<file path="src/hw/acq_pkg.sv">
`default_nettype none

package acq_pkg;

    ////////////////////////////////////////////////////////////
    // sample and circular buffer geometry
    localparam int SAMPLE_W        = 12;   // one adc sample
    localparam int CBUF_WORD_W     = 26;   // two samples plus two over-range bits
    localparam int CBUF_ADDR_W     = 8;    // 256 buffer words
    localparam int TRIG_FIFO_DEPTH = 4;    // trigger addresses held for readout

    ////////////////////////////////////////////////////////////
    // readout word layout
    localparam int WORDS_PER_BURST = 4;    // buffer words per output data word, 8 samples
    localparam int PAYLOAD_W       = 128;
    localparam int OUT_W           = 132;  // 4-bit tag on top of the payload

    // header field widths
    localparam int FILL_NUM_W      = 24;
    localparam int BURSTS_W        = 14;
    localparam int PRE_TRIG_W      = 16;
    localparam int CHAN_TAG_W      = 12;

    ////////////////////////////////////////////////////////////
    // output flow control
    localparam int OUT_CREDITS     = 4;    // words the downstream FIFO can absorb
    localparam int CREDIT_W        = $clog2(OUT_CREDITS + 1);

    typedef logic [CREDIT_W-1:0] credit_t;

    // tag in the top nibble of every output word
    typedef enum logic [3:0] {
        TAG_WFM_HDR = 4'h1,
        TAG_DATA    = 4'h2
    } out_tag_e;

    // readout sequencer states
    typedef enum logic [2:0] {
        ST_IDLE,    // waiting for a queued trigger
        ST_POP,     // take the trigger address off the FIFO
        ST_START,   // load start address and burst count
        ST_HDR,     // emit the waveform header when a credit is free
        ST_GATHER,  // read four buffer words
        ST_EMIT     // emit one data word when a credit is free
    } seq_state_e;

endpackage

`default_nettype wire
</file>
<file path="src/hw/acq_sequencer.sv">
`default_nettype none

module acq_sequencer (
    input  wire logic                             adc_clk,
    input  wire logic                             rst,
    input  wire logic                             fifo_empty,
    input  wire logic [acq_pkg::CBUF_ADDR_W-1:0]  head_addr,
    input  wire logic [acq_pkg::BURSTS_W-1:0]     num_bursts,
    input  wire logic [acq_pkg::PRE_TRIG_W-1:0]   pre_trig,
    input  wire logic [acq_pkg::FILL_NUM_W-1:0]   initial_fill_num,
    input  wire logic                             fill_num_wr,
    input  wire logic                             credit_return,
    output logic                                  fifo_pop,
    output logic [acq_pkg::CBUF_ADDR_W-1:0]       rd_addr,
    output logic                                  shift_en,
    output logic                                  emit_hdr,
    output logic                                  emit_dat,
    output logic [acq_pkg::CBUF_ADDR_W-1:0]       trig_addr_hdr,
    output logic [acq_pkg::FILL_NUM_W-1:0]        fill_num,
    output logic                                  acq_idle
);

    acq_pkg::seq_state_e state;
    acq_pkg::seq_state_e state_nxt;

    acq_pkg::credit_t                               credit_cnt;   // free slots downstream
    logic [acq_pkg::BURSTS_W-1:0]                   burst_cnt;    // bursts still to emit
    logic [acq_pkg::BURSTS_W-1:0]                   burst_left;
    logic [$clog2(acq_pkg::WORDS_PER_BURST)-1:0]    word_cnt;     // reads within a burst

    logic has_credit;
    logic last_word;
    logic fill_inc;

    ////////////////////////////////////////////////////////////
    // decode
    assign has_credit = credit_cnt != '0;
    assign last_word  = int'(word_cnt) == acq_pkg::WORDS_PER_BURST - 1;
    assign burst_left = burst_cnt - 1'b1;

    assign fifo_pop = state == acq_pkg::ST_POP;
    assign acq_idle = state == acq_pkg::ST_IDLE;
    assign emit_hdr = (state == acq_pkg::ST_HDR) && has_credit;
    // hold off while the last read of the burst is still shifting in
    assign emit_dat = (state == acq_pkg::ST_EMIT) && has_credit && !shift_en;

    // waveform done after its last data word, or at the header for zero bursts
    assign fill_inc = (emit_dat && burst_left == '0) || (emit_hdr && burst_cnt == '0);

    always_comb begin
        state_nxt = state;
        case (state)
            acq_pkg::ST_IDLE:   if (!fifo_empty) state_nxt = acq_pkg::ST_POP;
            acq_pkg::ST_POP:    state_nxt = acq_pkg::ST_START;
            acq_pkg::ST_START:  state_nxt = acq_pkg::ST_HDR;
            acq_pkg::ST_HDR: begin
                if (emit_hdr) begin
                    state_nxt = (burst_cnt == '0) ? acq_pkg::ST_IDLE : acq_pkg::ST_GATHER;
                end
            end
            acq_pkg::ST_GATHER: if (last_word) state_nxt = acq_pkg::ST_EMIT;
            acq_pkg::ST_EMIT: begin
                if (emit_dat) begin
                    state_nxt = (burst_left == '0) ? acq_pkg::ST_IDLE : acq_pkg::ST_GATHER;
                end
            end
            default:            state_nxt = acq_pkg::ST_IDLE;
        endcase
    end

    ////////////////////////////////////////////////////////////
    // state, counters and credits
    always_ff @(posedge adc_clk) begin
        if (rst) begin
            state      <= acq_pkg::ST_IDLE;
            credit_cnt <= acq_pkg::credit_t'(acq_pkg::OUT_CREDITS);
            rd_addr    <= '0;
            burst_cnt  <= '0;
            word_cnt   <= '0;
            shift_en   <= 1'b0;
        end else begin
            state    <= state_nxt;
            shift_en <= state == acq_pkg::ST_GATHER;   // read data lands one cycle later

            case ({credit_return, emit_hdr || emit_dat})
                2'b10:   credit_cnt <= credit_cnt + 1'b1;
                2'b01:   credit_cnt <= credit_cnt - 1'b1;
                default: credit_cnt <= credit_cnt;      // spend and return cancel
            endcase

            case (state)
                acq_pkg::ST_START: begin
                    // start pre_trig words back, modulo the buffer depth
                    rd_addr   <= trig_addr_hdr - pre_trig[acq_pkg::CBUF_ADDR_W-1:0];
                    burst_cnt <= num_bursts;
                    word_cnt  <= '0;
                end
                acq_pkg::ST_GATHER: begin
                    rd_addr  <= rd_addr + 1'b1;
                    word_cnt <= word_cnt + 1'b1;       // wraps to 0 for the next burst
                end
                acq_pkg::ST_EMIT: begin
                    if (emit_dat) burst_cnt <= burst_left;
                end
                default: ;
            endcase
        end
    end

    // fill counter, loadable at any time
    always_ff @(posedge adc_clk) begin
        if (rst) begin
            fill_num <= '0;
        end else if (fill_num_wr) begin
            fill_num <= initial_fill_num;
        end else if (fill_inc) begin
            fill_num <= fill_num + 1'b1;
        end
    end

    // trigger address for the header, taken as it leaves the FIFO
    always_ff @(posedge adc_clk) begin
        if (fifo_pop) begin
            trig_addr_hdr <= head_addr;
        end
    end

endmodule

`default_nettype wire

</file>
<file path="config.mk">
export PLATFORM = sky130hd
export DESIGN_NAME = acq_sequencer
export DESIGN_NICKNAME = d
export VERILOG_FILES = /design/src/hw/acq_pkg.sv /design/src/hw/acq_sequencer.sv
export SDC_FILE = /design/constraint.sdc
export NUM_CORES = 1
export LEC_CHECK = 0
export BUFFER_PORTS_ARGS = -buffer_cell sky130_fd_sc_hd__buf_2
export CAP_MARGIN = 20
export CORE_MARGIN = 3
export CORE_UTILIZATION = 53
export CTS_CLUSTER_DIAMETER = 150
export DETAILED_ROUTE_END_ITERATION = 12
export PLACE_DENSITY_LB_ADDON = 0.05
export SYNTH_ARGS = -nofsm -noshare
export SYNTH_HDL_FRONTEND = slang
export SYNTH_SLANG_ARGS = --single-unit
</file>
<file path="constraint.sdc">
create_clock -name adc_clk -period 3.3 [get_ports adc_clk]
set_input_delay 0.66 -clock adc_clk [delete_from_list [all_inputs] [get_ports adc_clk]]
set_output_delay 0.66 -clock adc_clk [all_outputs]
set_load 0.01 [all_outputs]
</file>
Word-level counts from Yosys, hierarchy flattened. Index checks and enable logic that the tools add are counted.

Bits of input ports: 67. Register bits after elaboration: 63.

Reduce and logical (&&, ||, !) cells: 18. Add/subtract/negate cells: 7. Muxes and demuxes: 14. Equal/unequal tests: 12.

Operator list (number): two-way mux 24 bit (2); logical NOT 14 bit (2); one-hot mux 14 bit (2 select lines) (1); adder 24 x 1 -> 24 bit (second input constant) (1); two-way mux 3 bit (6); one-hot mux 3 bit (6 select lines) (1); one-hot mux 8 bit (2 select lines) (1); two-way mux 14 bit (1); subtractor 14 x 1 -> 14 bit (second input constant) (1); adder 8 x 1 -> 8 bit (second input constant) (1); inequality test 2 bit (second input constant) (4); nonzero test 2 bit (4); subtractor 8 bit (1); == test 3 x 2 -> 1 bit (second input constant) (2); == test 3 bit (second input constant) (2); one-hot mux 3 bit (2 select lines) (1); logical AND 1 bit (5); == test 2 x 1 -> 1 bit (second input constant) (2); one-hot mux 2 bit (2 select lines) (1); AND reduction 4 bit (1); adder 3 x 1 -> 3 bit (second input constant) (1); == test 3 x 1 -> 1 bit (second input constant) (1); logical NOT 3 bit (1); nonzero test 3 bit (1); 6 further kinds (7).

Longest topological paths before layout. Gate-level depths: netlist of the first run.

Depth after elaboration: 7. Depth in mapped cells: 11.

Least setup slack after synthesis of the first run. OpenSTA, ideal clock, no wires.

Path type: reg-to-reg. Start: register burst_cnt[0] (netlist name). End: register fill_num[13] (netlist name). Cell stages (with the launch flop): 10. Period minus slack after synthesis: 2.547 ns. Setup time: 0.091 ns. Path slack: 0.753 ns. Data arrival time: 2.456 ns. Cell sequence: dfxtp_1 inv_1 ha_1 nor3b_4 a21boi_2 a2111oi_2 and4_4 a22oi_4 or4_1 a311oi_1.

Longest elaborated chain between the ends: 5. Elaborated cells between the ends (all ways): 7. Those cells by class: add/sub: 1; reduce/logical: 6.

Ends and longest elaborated chain: from (decl) (line acq_sequencer.sv:27) `logic [acq_pkg::BURSTS_W-1:0] burst_cnt;`; from (signal assigned) (line acq_sequencer.sv:95) `burst_cnt <= num_bursts;`; from (signal assigned) (line acq_sequencer.sv:103) `if (emit_dat) burst_cnt <= burst_left;`; subtractor 14 x 1 -> 14 bit (line acq_sequencer.sv:39) `assign burst_left = burst_cnt - 1'b1;`; logical NOT 14 bit (line acq_sequencer.sv:48) `assign fill_inc = (emit_dat && burst_left == '0) || (emit_hdr && burst_cnt == '0);`; logical AND 1 bit (line acq_sequencer.sv:48); logical OR 1 bit * (line acq_sequencer.sv:48); nonzero test 2 bit (no source line) *; to (signal assigned) (line acq_sequencer.sv:115) `fill_num <= initial_fill_num;`; to (signal assigned) (line acq_sequencer.sv:117) `fill_num <= fill_num + 1'b1;`; to (decl) (line acq_sequencer.sv:19) `output logic [acq_pkg::FILL_NUM_W-1:0] fill_num,`.

Mark *: on every way between the ends. The rest lies on a longest branch, timed or not. A chain may end at the register's enable or synchronous reset.

Worst setup path in the final report of the first run. Same ends and word-level chain as after synthesis.

==> qor.yml, run 1 <==
viasPerCell: 5.865
cts-buffers-inserted: 9
antenna_found_initial: 0
avgSynthCellArea_um2: 8.013
min_period_over_period_pct: 92.26
ys_ff_latch: 63
gp_congestion: 0.8440
ctsHtreeMaxLevel: 3
ys_warn_count: 0
period_minus_slack_ns: 3.044
hold_viol: 0
start_util_pct: 56.24
syn-num-nets: 572
antenna_left: 0
clockRootBuffer: "clkbuf_8"
cts.sinks: 63
final_area_mm2: 0.004661
slew_violations: 0
register_area_mm2: 0.001341
slew-limit-headroom_pct: 46.10
final_core_util_pct: 66.76
final_nets: 665
std_cell_rows: 30
synth_top_area_cell: "dfxtp_1"
hold_class: "input port to flip-flop"
drcViolationCount: 0
ios: 112
fillers: 634
fp.dieH_um: 92.07
drv_cap: 0
wire_per_inst_um: 14.86
dieWidth_um: 92.07
post-cts-setup-buffers: 0
grt_pass1_vias: 3543
multi_input_area_mm2: 0.002349
overflow: 0
post_dp_cell_area_mm2: 0.004483
synth_cells: 490
fmax_mhz: 328.5
clkLatencyLatePin_ns: 0.34
tightest_slew_ns: 0.8055
synth_flop_cell: "dfxtp_1"
cts_resized: 0
stdcell_count: 683
cts_hold_repair.buffers: 0
coreArea_mm2: 0.006982
io_buffers: 103
crit_path_end_kind: "flip-flop"
grt_usage_pct: 23.79
synthArstFlopShare_pct: 0
finalPower_uw: 2556
diodes: 0
dieArea_mm2: 0.008477
clk_pin_slew_ns: 0.07
cp_max_fo: 23
vdd_drop_max_uv: 332.4
start_kind: "flip-flop"
wirelength_mm: 10.15
setup_tns_ns: 0
yosys.cell_types.count: 70
area_growth_pct: 18.71
crit_required_ns: 3.55
finClkSkew_ns: 0.009376
yosysTopAreaCellShare_pct: 28.04
leakage_uw: 0.001928
yosys-top-cells-area: "dfxtp_1, nor2_1, edfxtp_1, ha_1, a21oi_1"
cts_tree: "done"
grt_max_degree: 37
cts_buffer_depth: 2
rsz0062_at_grt: "false"
grt_pass1_wl_mm: 16.53
dr.pass1.iters: 5
detail_route.iter0.violations: 270
ys_seq_area_share_pct: 34.16
setup_viol: 0
syn_area_mm2: 0.003926
arrival_ns: 3.29
dp.cells: 668
criticalPathCategory: "flip-flop to flip-flop"
dp_hpwl_mm: 7.162
outcome: "finished, final reports clean"
via_count: 4006
synth-edff-count: 8
power.density_mw_per_mm2: 548.4
drive_above_1_share_pct: 23.17
==> path summary, 6_finish.rpt <==
path	from	end	slack, ns	cells after the start
worst max-delay path	burst_cnt[0]	fill_num[13]	0.26	9
worst min-delay path	head_addr[7]	trig_addr_hdr[7]	0.49	1
worst max register to register	burst_cnt[0]	fill_num[13]	0.26	9
worst min register to register	burst_cnt[11]	burst_cnt[11]	0.50	2
==> cell type report <==
cell class                      instances  share of cell area, %
Timing Repair Buffer                  109                  12.03
Clock inverter                          1                 0.1074
Tap cell                               96                  2.577
Inverter                               30                  2.416
Multi-Input combinational cell        370                  50.39
Sequential cell                        63                  28.78
Clock buffer                           14                  3.705
==> sequential cells by signal, indices dropped and copies added, names as in the netlist <==
register / cells
trig_addr_hdr: 8
rd_addr: 8
state: 3
fill_num: 24
shift_en: 1
burst_cnt: 14
word_cnt: 2
credit_cnt: 3
==> kinds of logic after synthesis <==
family	count (synthesis)	synth area share (%)
compound gates	145	25.53
fa+ha+maj	15	5.163
buf+inv	57	6.023
mux	2	0.5099
simple gates	195	25.72
flops	63	34.16
xor+xnor	13	2.900
==> routing by layer <==
| metal | part of all wire [%] | GRT usage [%] | up-vias |
|---|---|---|---|
| li1 | - | - | 2010 |
| met1 | 45 | 31.09 | 1843 |
| met2 | 47 | 38.99 | 138 |
| met3 | 6.4 | 5.906 | 15 |
| met4 | 1.5 | 6.683 | 0 |
| met5 | 0 | 0 | - |
==> report_power, final <==
| part | internal [µW] | switching [µW] | total [µW] |
|---|---|---|---|
| registers | 886 | 127 | 1010 |
| clock network | 330 | 290 | 620 |
| logic | 367 | 556 | 923 |
| total | 1580 | 973 | 2560 |
==> worst max-delay path, cell delays in order (launching register included) <==
cell and delay [ns]:
dfxtp_1 0.38, inv_1 0.08, ha_1 0.24, nor3b_4 0.38
a21boi_2 0.12, a2111oi_2 0.45, and4_4 0.32, a22oi_4 0.16
or4_1 0.55, a311oi_1 0.27
==> cells in the mapped netlist, types with 3 or more instances <==
cell type,n
o31a_1,3
and4_1,5
o21ai_0,31
nor3_1,17
or4_1,4
clkbuf_1,17
a22oi_1,6
dfxtp_1,55
o211ai_1,3
nand2_1,30
nor2_1,67
and2_1,4
nand3_1,12
a21oi_1,31
o31ai_1,5
a2111oi_2,3
xnor2_1,8
nand4_1,9
a211oi_1,7
a311oi_1,13
o21ai_1,5
xor2_1,5
or3_1,7
buf_1,4
buf_2,3
inv_1,28
and3_1,4
edfxtp_1,8
a31oi_1,6
a31o_1,3
ha_1,13
nor2b_1,4
nor4_1,11
nand2b_1,8
o22ai_1,3
==> placed cells by master, fill, tap and decap left out, types with 6 or more instances in the layout <==
cell	count
buf_2	103
nor2_1	67
dfxtp_1	55
o21ai_0	31
a21oi_1	31
nand2_1	30
inv_1	28
nor3_1	17
a311oi_1	13
ha_1	13
nand3_1	12
clkbuf_8	12
nor4_1	11
nand4_1	9
nand2b_1	8
xnor2_1	8
edfxtp_1	8
or3_1	7
a211oi_1	7
a31oi_1	6
a22oi_1	6
buf_4	6
==> per-stage QoR <==
step / hold WS, ns / setup WS [ns]
6_report: 0.4881 / 0.2555
5_1_grt: 0.4727 / 0.001226
3_3_place_gp: 0.4742 / 0.3843
2_1_floorplan: 0.4578 / 0.7527
4_1_cts: 0.4763 / 0.2384
3_5_place_dp: 0.4782 / 0.2670
(Power assumes the default switching activity.)
==> run 2: changes to the inputs <==
Settings changed: REMOVE_ABC_BUFFERS set to 1.
==> run 2 against run 1 <==
  * Cell count rose by 0.29%
  * Count of clock-buffer cells in the layout shrank 3
  * Clock skew increased by 0.0010 ns
  * Sequential power about the same
  * Via count up 2.7%
  * Worst hold slack gained 0.0014 ns
  * Die area is the same
  * Combinational power increased by 0.5%
  * Critical endpoint unchanged
  * Largest power group unchanged
==> qor.yml, run 2 (synthesized netlist as in run 1, its figures left out) <==
grt_pass1_vias: 3792  # +7.0%
largest_registers: "fill_num x24, burst_cnt x14"
cts_tree: "done"
period_minus_slack_ns: 2.945  # -0.09990 ns
r2r_start: "burst_cnt[0]"
cts.sinks: 63  # unchanged
hold_class: "flip-flop to flip-flop"
vdd_drop_max_uv: 255.9  # -23%
fmax_mhz: 339.6  # +3.4%
reg2reg_depth: 9  # unchanged
min_to: "burst_cnt[11]"
min_period_over_period_pct: 89.23  # -3.0 points
largest_register: "fill_num"
hold_ws_ns: 0.4895  # +0.001448 ns
comb_power_share_pct: 37.1  # +1.0 points
seq_power_share_pct: 40.5  # +0.9 points
coreArea_mm2: 0.006982  # unchanged
cpMaxStageDelayCell: "or4_1"
hp-start: "burst_cnt[11]"
reg2reg_setup_slack_ns: 0.36  # +0.10 ns
final_nets: 666  # +0.15%
dr.pass1.iters: 5  # unchanged
fillers: 658  # +3.8%
clkLatencyLatePin_ns: 0.33  # about the same
gp_congestion: 0.9123  # +8.1%
via_count: 4114  # +2.7%
wirelength_mm: 10.52  # +3.7%
arrival_ns: 3.19  # -0.10 ns
rsz0062_at_grt: "false"
detail_route.iter0.violations: 217  # -20%
fp.dieH_um: 92.07  # unchanged
layout_commonest_cell: "buf_2"
grt_usage_pct: 25.10  # +1.3 points
final_area_mm2: 0.004647  # -0.30%
cts_resized: 0  # unchanged
outcome: "finished, final reports clean"
finClkSkew_ns: 0.01039  # +0.001011 ns
wire_per_inst_um: 15.36  # +3.4%
switching_power_uw: 981.3  # +0.82%
slew_violations: 0  # unchanged
antenna_left: 0  # unchanged
post_dp_cell_area_mm2: 0.004491  # +0.17%
dieArea_mm2: 0.008477  # unchanged
post-cts-setup-buffers: 0  # unchanged
drv_cap: 0  # unchanged
tightest_slew_ns: 0.9001  # +0.09457 ns
cts-buffers-inserted: 9  # unchanged
drive_above_1_share_pct: 23.09  # -0.079 points
dp_hpwl_mm: 7.613  # +6.3%
final_cell_mix: "buf_2, nor2_1, dfxtp_1"
ios: 112  # unchanged
drcViolationCount: 0  # unchanged
power.density_mw_per_mm2: 538.5  # -1.8%
final_core_util_pct: 66.56  # -0.20 points
grt_pass1_wl_mm: 17.49  # +5.8%
io_buffers: 103  # unchanged
hold_depth: 2  # +1
hold_viol: 0  # unchanged
r2r_end: "fill_num[13]"
start_kind: "flip-flop"
leakage_uw: 0.001919  # -0.46%
cts_buffer_depth: 2  # unchanged
path_cells: "inv_1 -> ha_1 -> nor3b_4 -> a21boi_2 -> a2111oi_2 -> and4_4 -> a22oi_4 -> or4_1 -> a311oi_1"
viasPerCell: 6.006  # +2.4%
power.share.clock_pct: 22.4  # -1.9 points
setup_viol: 0  # unchanged
crit_path_end_kind: "flip-flop"
overflow: 0  # unchanged
area_growth_pct: 18.36
criticalPathCategory: "flip-flop to flip-flop"
start_util_pct: 56.24  # unchanged
grt_max_degree: 33  # -11%
clk_pin_slew_ns: 0.07  # about the same
clockRootBuffer: "clkbuf_8"
crit_required_ns: 3.55  # about the same
internal_power_uw: 1521  # -3.9%
cts_hold_repair.buffers: 0  # unchanged
dieWidth_um: 92.07  # unchanged
diodes: 0  # unchanged
ctsHtreeMaxLevel: 3  # unchanged
swShare_pct: 39.22  # +1.1 points
largest_register_ffs: 24  # unchanged
slew-limit-headroom_pct: 39.77  # -6.3 points
cp_max_fo: 23  # unchanged
setup_tns_ns: 0  # unchanged
std_cell_rows: 30  # unchanged
max_stage_delay_ns: 0.55  # about the same
antenna_found_initial: 0  # unchanged
[run 2: cell count changes in the layout (fill, tap and decap cells not counted), sizes merged]
cell / change
clkinvlp: +1
clkinv: +3
clkbuf: -3
buf: +1
[run 2: worst max path at each step]
stage                             from  slack (ns)            end  cells after the start
final                     burst_cnt[0]        0.36   fill_num[13]                      9
after global routing      burst_cnt[0]         0.1   fill_num[13]                      9
after CTS                 burst_cnt[0]        0.36   fill_num[13]                      9
after detailed placement  burst_cnt[0]        0.36   fill_num[22]                      9
after global placement    burst_cnt[0]        0.40   fill_num[13]                      9
after floorplan               state[2]        0.44  credit_cnt[2]                     10
[run 2: per-stage QoR]
stage	worst slack, ns	total power, µW	std cells
after CTS	0.3602	2503	685
after floorplan	0.4404	1646	463
final	0.3554	2502	685
after global routing	0.09502	2685	685
after global placement	0.4040	1921	669
after detailed placement	0.3634	1942	669
[run 2: final cells by class]
class / instances / area, µm² / share of cell area [%]
tap: 96 / 120.1 / 2.585
clock inverter: 5 / 25.02 / 0.5385
inverter: 30 / 112.6 / 2.423
multi-input combinational: 370 / 2349 / 50.54
sequential: 63 / 1341 / 28.86
timing repair buffer: 110 / 568.0 / 12.22
clock buffer: 11 / 131.4 / 2.827
[run 2: metal layers]
layer	routed length [µm]	GRT usage, %	up-vias
li1	-	-	2005
met1	4532	33.33	1917
met2	4929	40.45	178
met3	904	5.496	14
met4	155	8.292	0
met5	0	0	-
[run 2: power groups by stage]
stage          registers, µW  clock network (µW)  logic (µW)
2_1_floorplan           1030                   0         617
3_3_place_gp            1020                   0         899
3_5_place_dp            1030                   0         915
4_1_cts                 1010                 572         921
5_1_grt                 1030                 618        1030
6_report                1010                 561         928
[run 2: critical path: cells and delay by family (launching register included)]
kind	cells	cell delay, ns
DFF	1	0.37
buffers and inverters	1	0.08
AOI/OAI and AO/OA	4	0.93
adders and majority gates	1	0.23
and+or+nand+nor	3	1.25
==> run 3: changes to the inputs <==
Settings changed: ABC_AREA set to 1, CORE_UTILIZATION 53 to 54.
==> run 3 against run 2 <==
  * Worst hold slack worse by 0.012 ns
  * Die area up 7.7%
  * Clock skew about the same
  * Highest routed layer unchanged
==> qor.yml, run 3 <==
finClkSkew_ns: 0.01023  # -0.0001545 ns
cp_max_fo: 27  # +17%
criticalPathCategory: "flip-flop to flip-flop"
slew-limit-headroom_pct: 37.15  # -2.6 points
setup_tns_ns: 0  # unchanged
vdd_drop_max_uv: 759.9  # +200%
synth_flop_cell: "dfxtp_1"
fp.dieH_um: 95.55  # +3.8%
reg2reg_depth: 15  # +6
clockRootBuffer: "clkbuf_8"
synth_cells: 657  # +34%
cts.sinks: 63  # unchanged
crit_path_end_kind: "flip-flop"
dp.cells: 849  # +27%
finalPower_uw: 4129  # +65%
diodes: 0  # unchanged
yosysTopAreaCellShare_pct: 25.43  # -2.6 points
layout_commonest_cell: "nand2_1"
start_util_pct: 55.75  # -0.49 points
post-cts-setup-buffers: 0  # unchanged
viasPerCell: 5.296  # -12%
grt_pass1_wl_mm: 18.47  # +5.6%
leakage_uw: 0.002563  # +34%
drcViolationCount: 0  # unchanged
hold_depth: 1  # -1
yosys-top-cells-area: "dfxtp_1, nand2_1, nor2_1, inv_1, edfxtp_1"
dr.pass1.iters: 4  # -1
coreArea_mm2: 0.007767  # +11%
ys_seq_area_share_pct: 30.97  # -3.2 points
cts_hold_repair.buffers: 0  # unchanged
final_nets: 840  # +26%
dieArea_mm2: 0.009130  # +7.7%
power.density_mw_per_mm2: 802.4  # +49%
largest_register_ffs: 24  # unchanged
ys_ff_latch: 63  # unchanged
ys_warn_count: 0  # unchanged
grt_max_degree: 30  # -9.1%
yosysMostFrequentCell: "nand2_1"
tightest_slew_ns: 0.9417  # +0.04166 ns
synth-edff-count: 8  # unchanged
cts_resized: 0  # unchanged
avgSynthCellArea_um2: 6.591  # -18%
detail_route.iter0.violations: 168  # -23%
drive_above_1_share_pct: 19.92  # -3.2 points
io_buffers: 103  # unchanged
antenna_found_initial: 0  # unchanged
synthArstFlopShare_pct: 0  # unchanged
ios: 112  # unchanged
overflow: 0  # unchanged
cts_buffer_depth: 2  # unchanged
crit_required_ns: 3.54  # about the same
grt_usage_pct: 25.16  # +0.057 points
grt_pass1_vias: 4248  # +12%
dieWidth_um: 95.55  # +3.8%
wire_per_inst_um: 12.86  # -16%
wirelength_mm: 11.13  # +5.8%
stdcell_count: 865  # +26%
hold_class: "flip-flop to flip-flop"
min_period_over_period_pct: 79.40  # -9.8 points
synthTopCellsByCount: "nand2_1, nor2_1, inv_1"
via_count: 4581  # +11%
final_cell_mix: "nand2_1, buf_2, nor2_1"
antenna_left: 0  # unchanged
cts_tree: "done"
clk_pin_slew_ns: 0.07  # about the same
setup_viol: 0  # unchanged
dp_hpwl_mm: 8.282  # +8.8%
fillers: 742  # +13%
arrival_ns: 2.86  # -0.33 ns
period_minus_slack_ns: 2.620  # -0.3243 ns
ctsHtreeMaxLevel: 3  # unchanged
rsz0062_at_grt: "false"
cts-buffers-inserted: 9  # unchanged
outcome: "finished, final reports clean"
std_cell_rows: 32  # +6.7%
hold_viol: 0  # unchanged
largest_registers: "fill_num x24, burst_cnt x14"
syn_area_mm2: 0.004330  # +10%
drv_cap: 0  # unchanged
yosys.cell_types.count: 41  # -41%
start_kind: "flip-flop"
slew_violations: 0  # unchanged
clkLatencyLatePin_ns: 0.34  # about the same
area_growth_pct: 18.84
fmax_mhz: 381.6  # +12%
gp_congestion: 0.9308  # +2.0%
largest_register: "fill_num"
synth_top_area_cell: "dfxtp_1"
run 3: cell types whose count changed after synthesis, moves of 13 or more:
| cell | change |
|---|---|
| a311oi_1 | -13 |
| nand2_1 | +127 |
| nor2_1 | +22 |
| a21oi_1 | +16 |
| nand3_1 | +34 |
| inv_1 | +55 |
run 3: path summary, 6_finish.rpt:
path,startpoint,end,slack [ns]
setup / recovery,burst_cnt[0],fill_num[9],0.68
hold / removal,word_cnt[0],word_cnt[0],0.48
setup reg to reg,burst_cnt[0],fill_num[9],0.68
hold reg to reg,word_cnt[0],word_cnt[0],0.48
run 3: final cells by class:
class,instances,area (µm²),share of cell area [%]
Tap cell,102,127.6,2.480
Timing Repair Buffer,111,583.1,11.33
Sequential cell,63,1341,26.06
Inverter,85,319.1,6.200
Multi-Input combinational cell,488,2561,49.77
Clock buffer,12,145.1,2.820
Clock inverter,4,68.82,1.337
run 3: cells by family after synthesis:
group | synth area share [%]
buf+inv | 9.882
simple gates | 35.34
xor+xnor | 3.641
mux | 1.387
compound gates | 14.10
fa+ha+maj | 4.681
flops | 30.97
run 3: metal layers:
metal | track usage [%] | wire [µm] | share of wire, %
met5 | 0 | 0 | 0
met4 | 11.02 | 322 | 2.9
met3 | 3.867 | 648 | 5.8
met2 | 42.62 | 5245 | 47
met1 | 31.46 | 4912 | 44
run 3: critical path, stage by stage, from the launching register on:
cell	delay, ns
dfxtp_1	0.32
inv_1	0.15
ha_1	0.37
inv_1	0.07
nand2_1	0.06
nand2_1	0.08
nor2_1	0.09
nand3_1	0.08
nor2_1	0.09
nand3_1	0.09
nor2_2	0.14
nand4_4	0.38
nand2_4	0.38
nand2_1	0.09
nand2_1	0.07
nor2_1	0.04
run 3: metrics by stage:
step	utilization [%]	hold WS, ns	setup WS (ns)	instance area [µm²]
floorplan	-	0.4331	0.7966	4222
global placement	63.31	0.4418	0.6882	4917
detailed placement	63.50	0.4558	0.7110	4932
CTS	66.25	0.4725	0.7019	5146
global route	66.25	0.4827	0.3842	5146
finish	66.25	0.4776	0.6797	5146
run 3: power by group:
part / switching (µW) / internal, µW
Sequential: 216 / 993
Combinational: 1380 / 792
Clock: 300 / 443
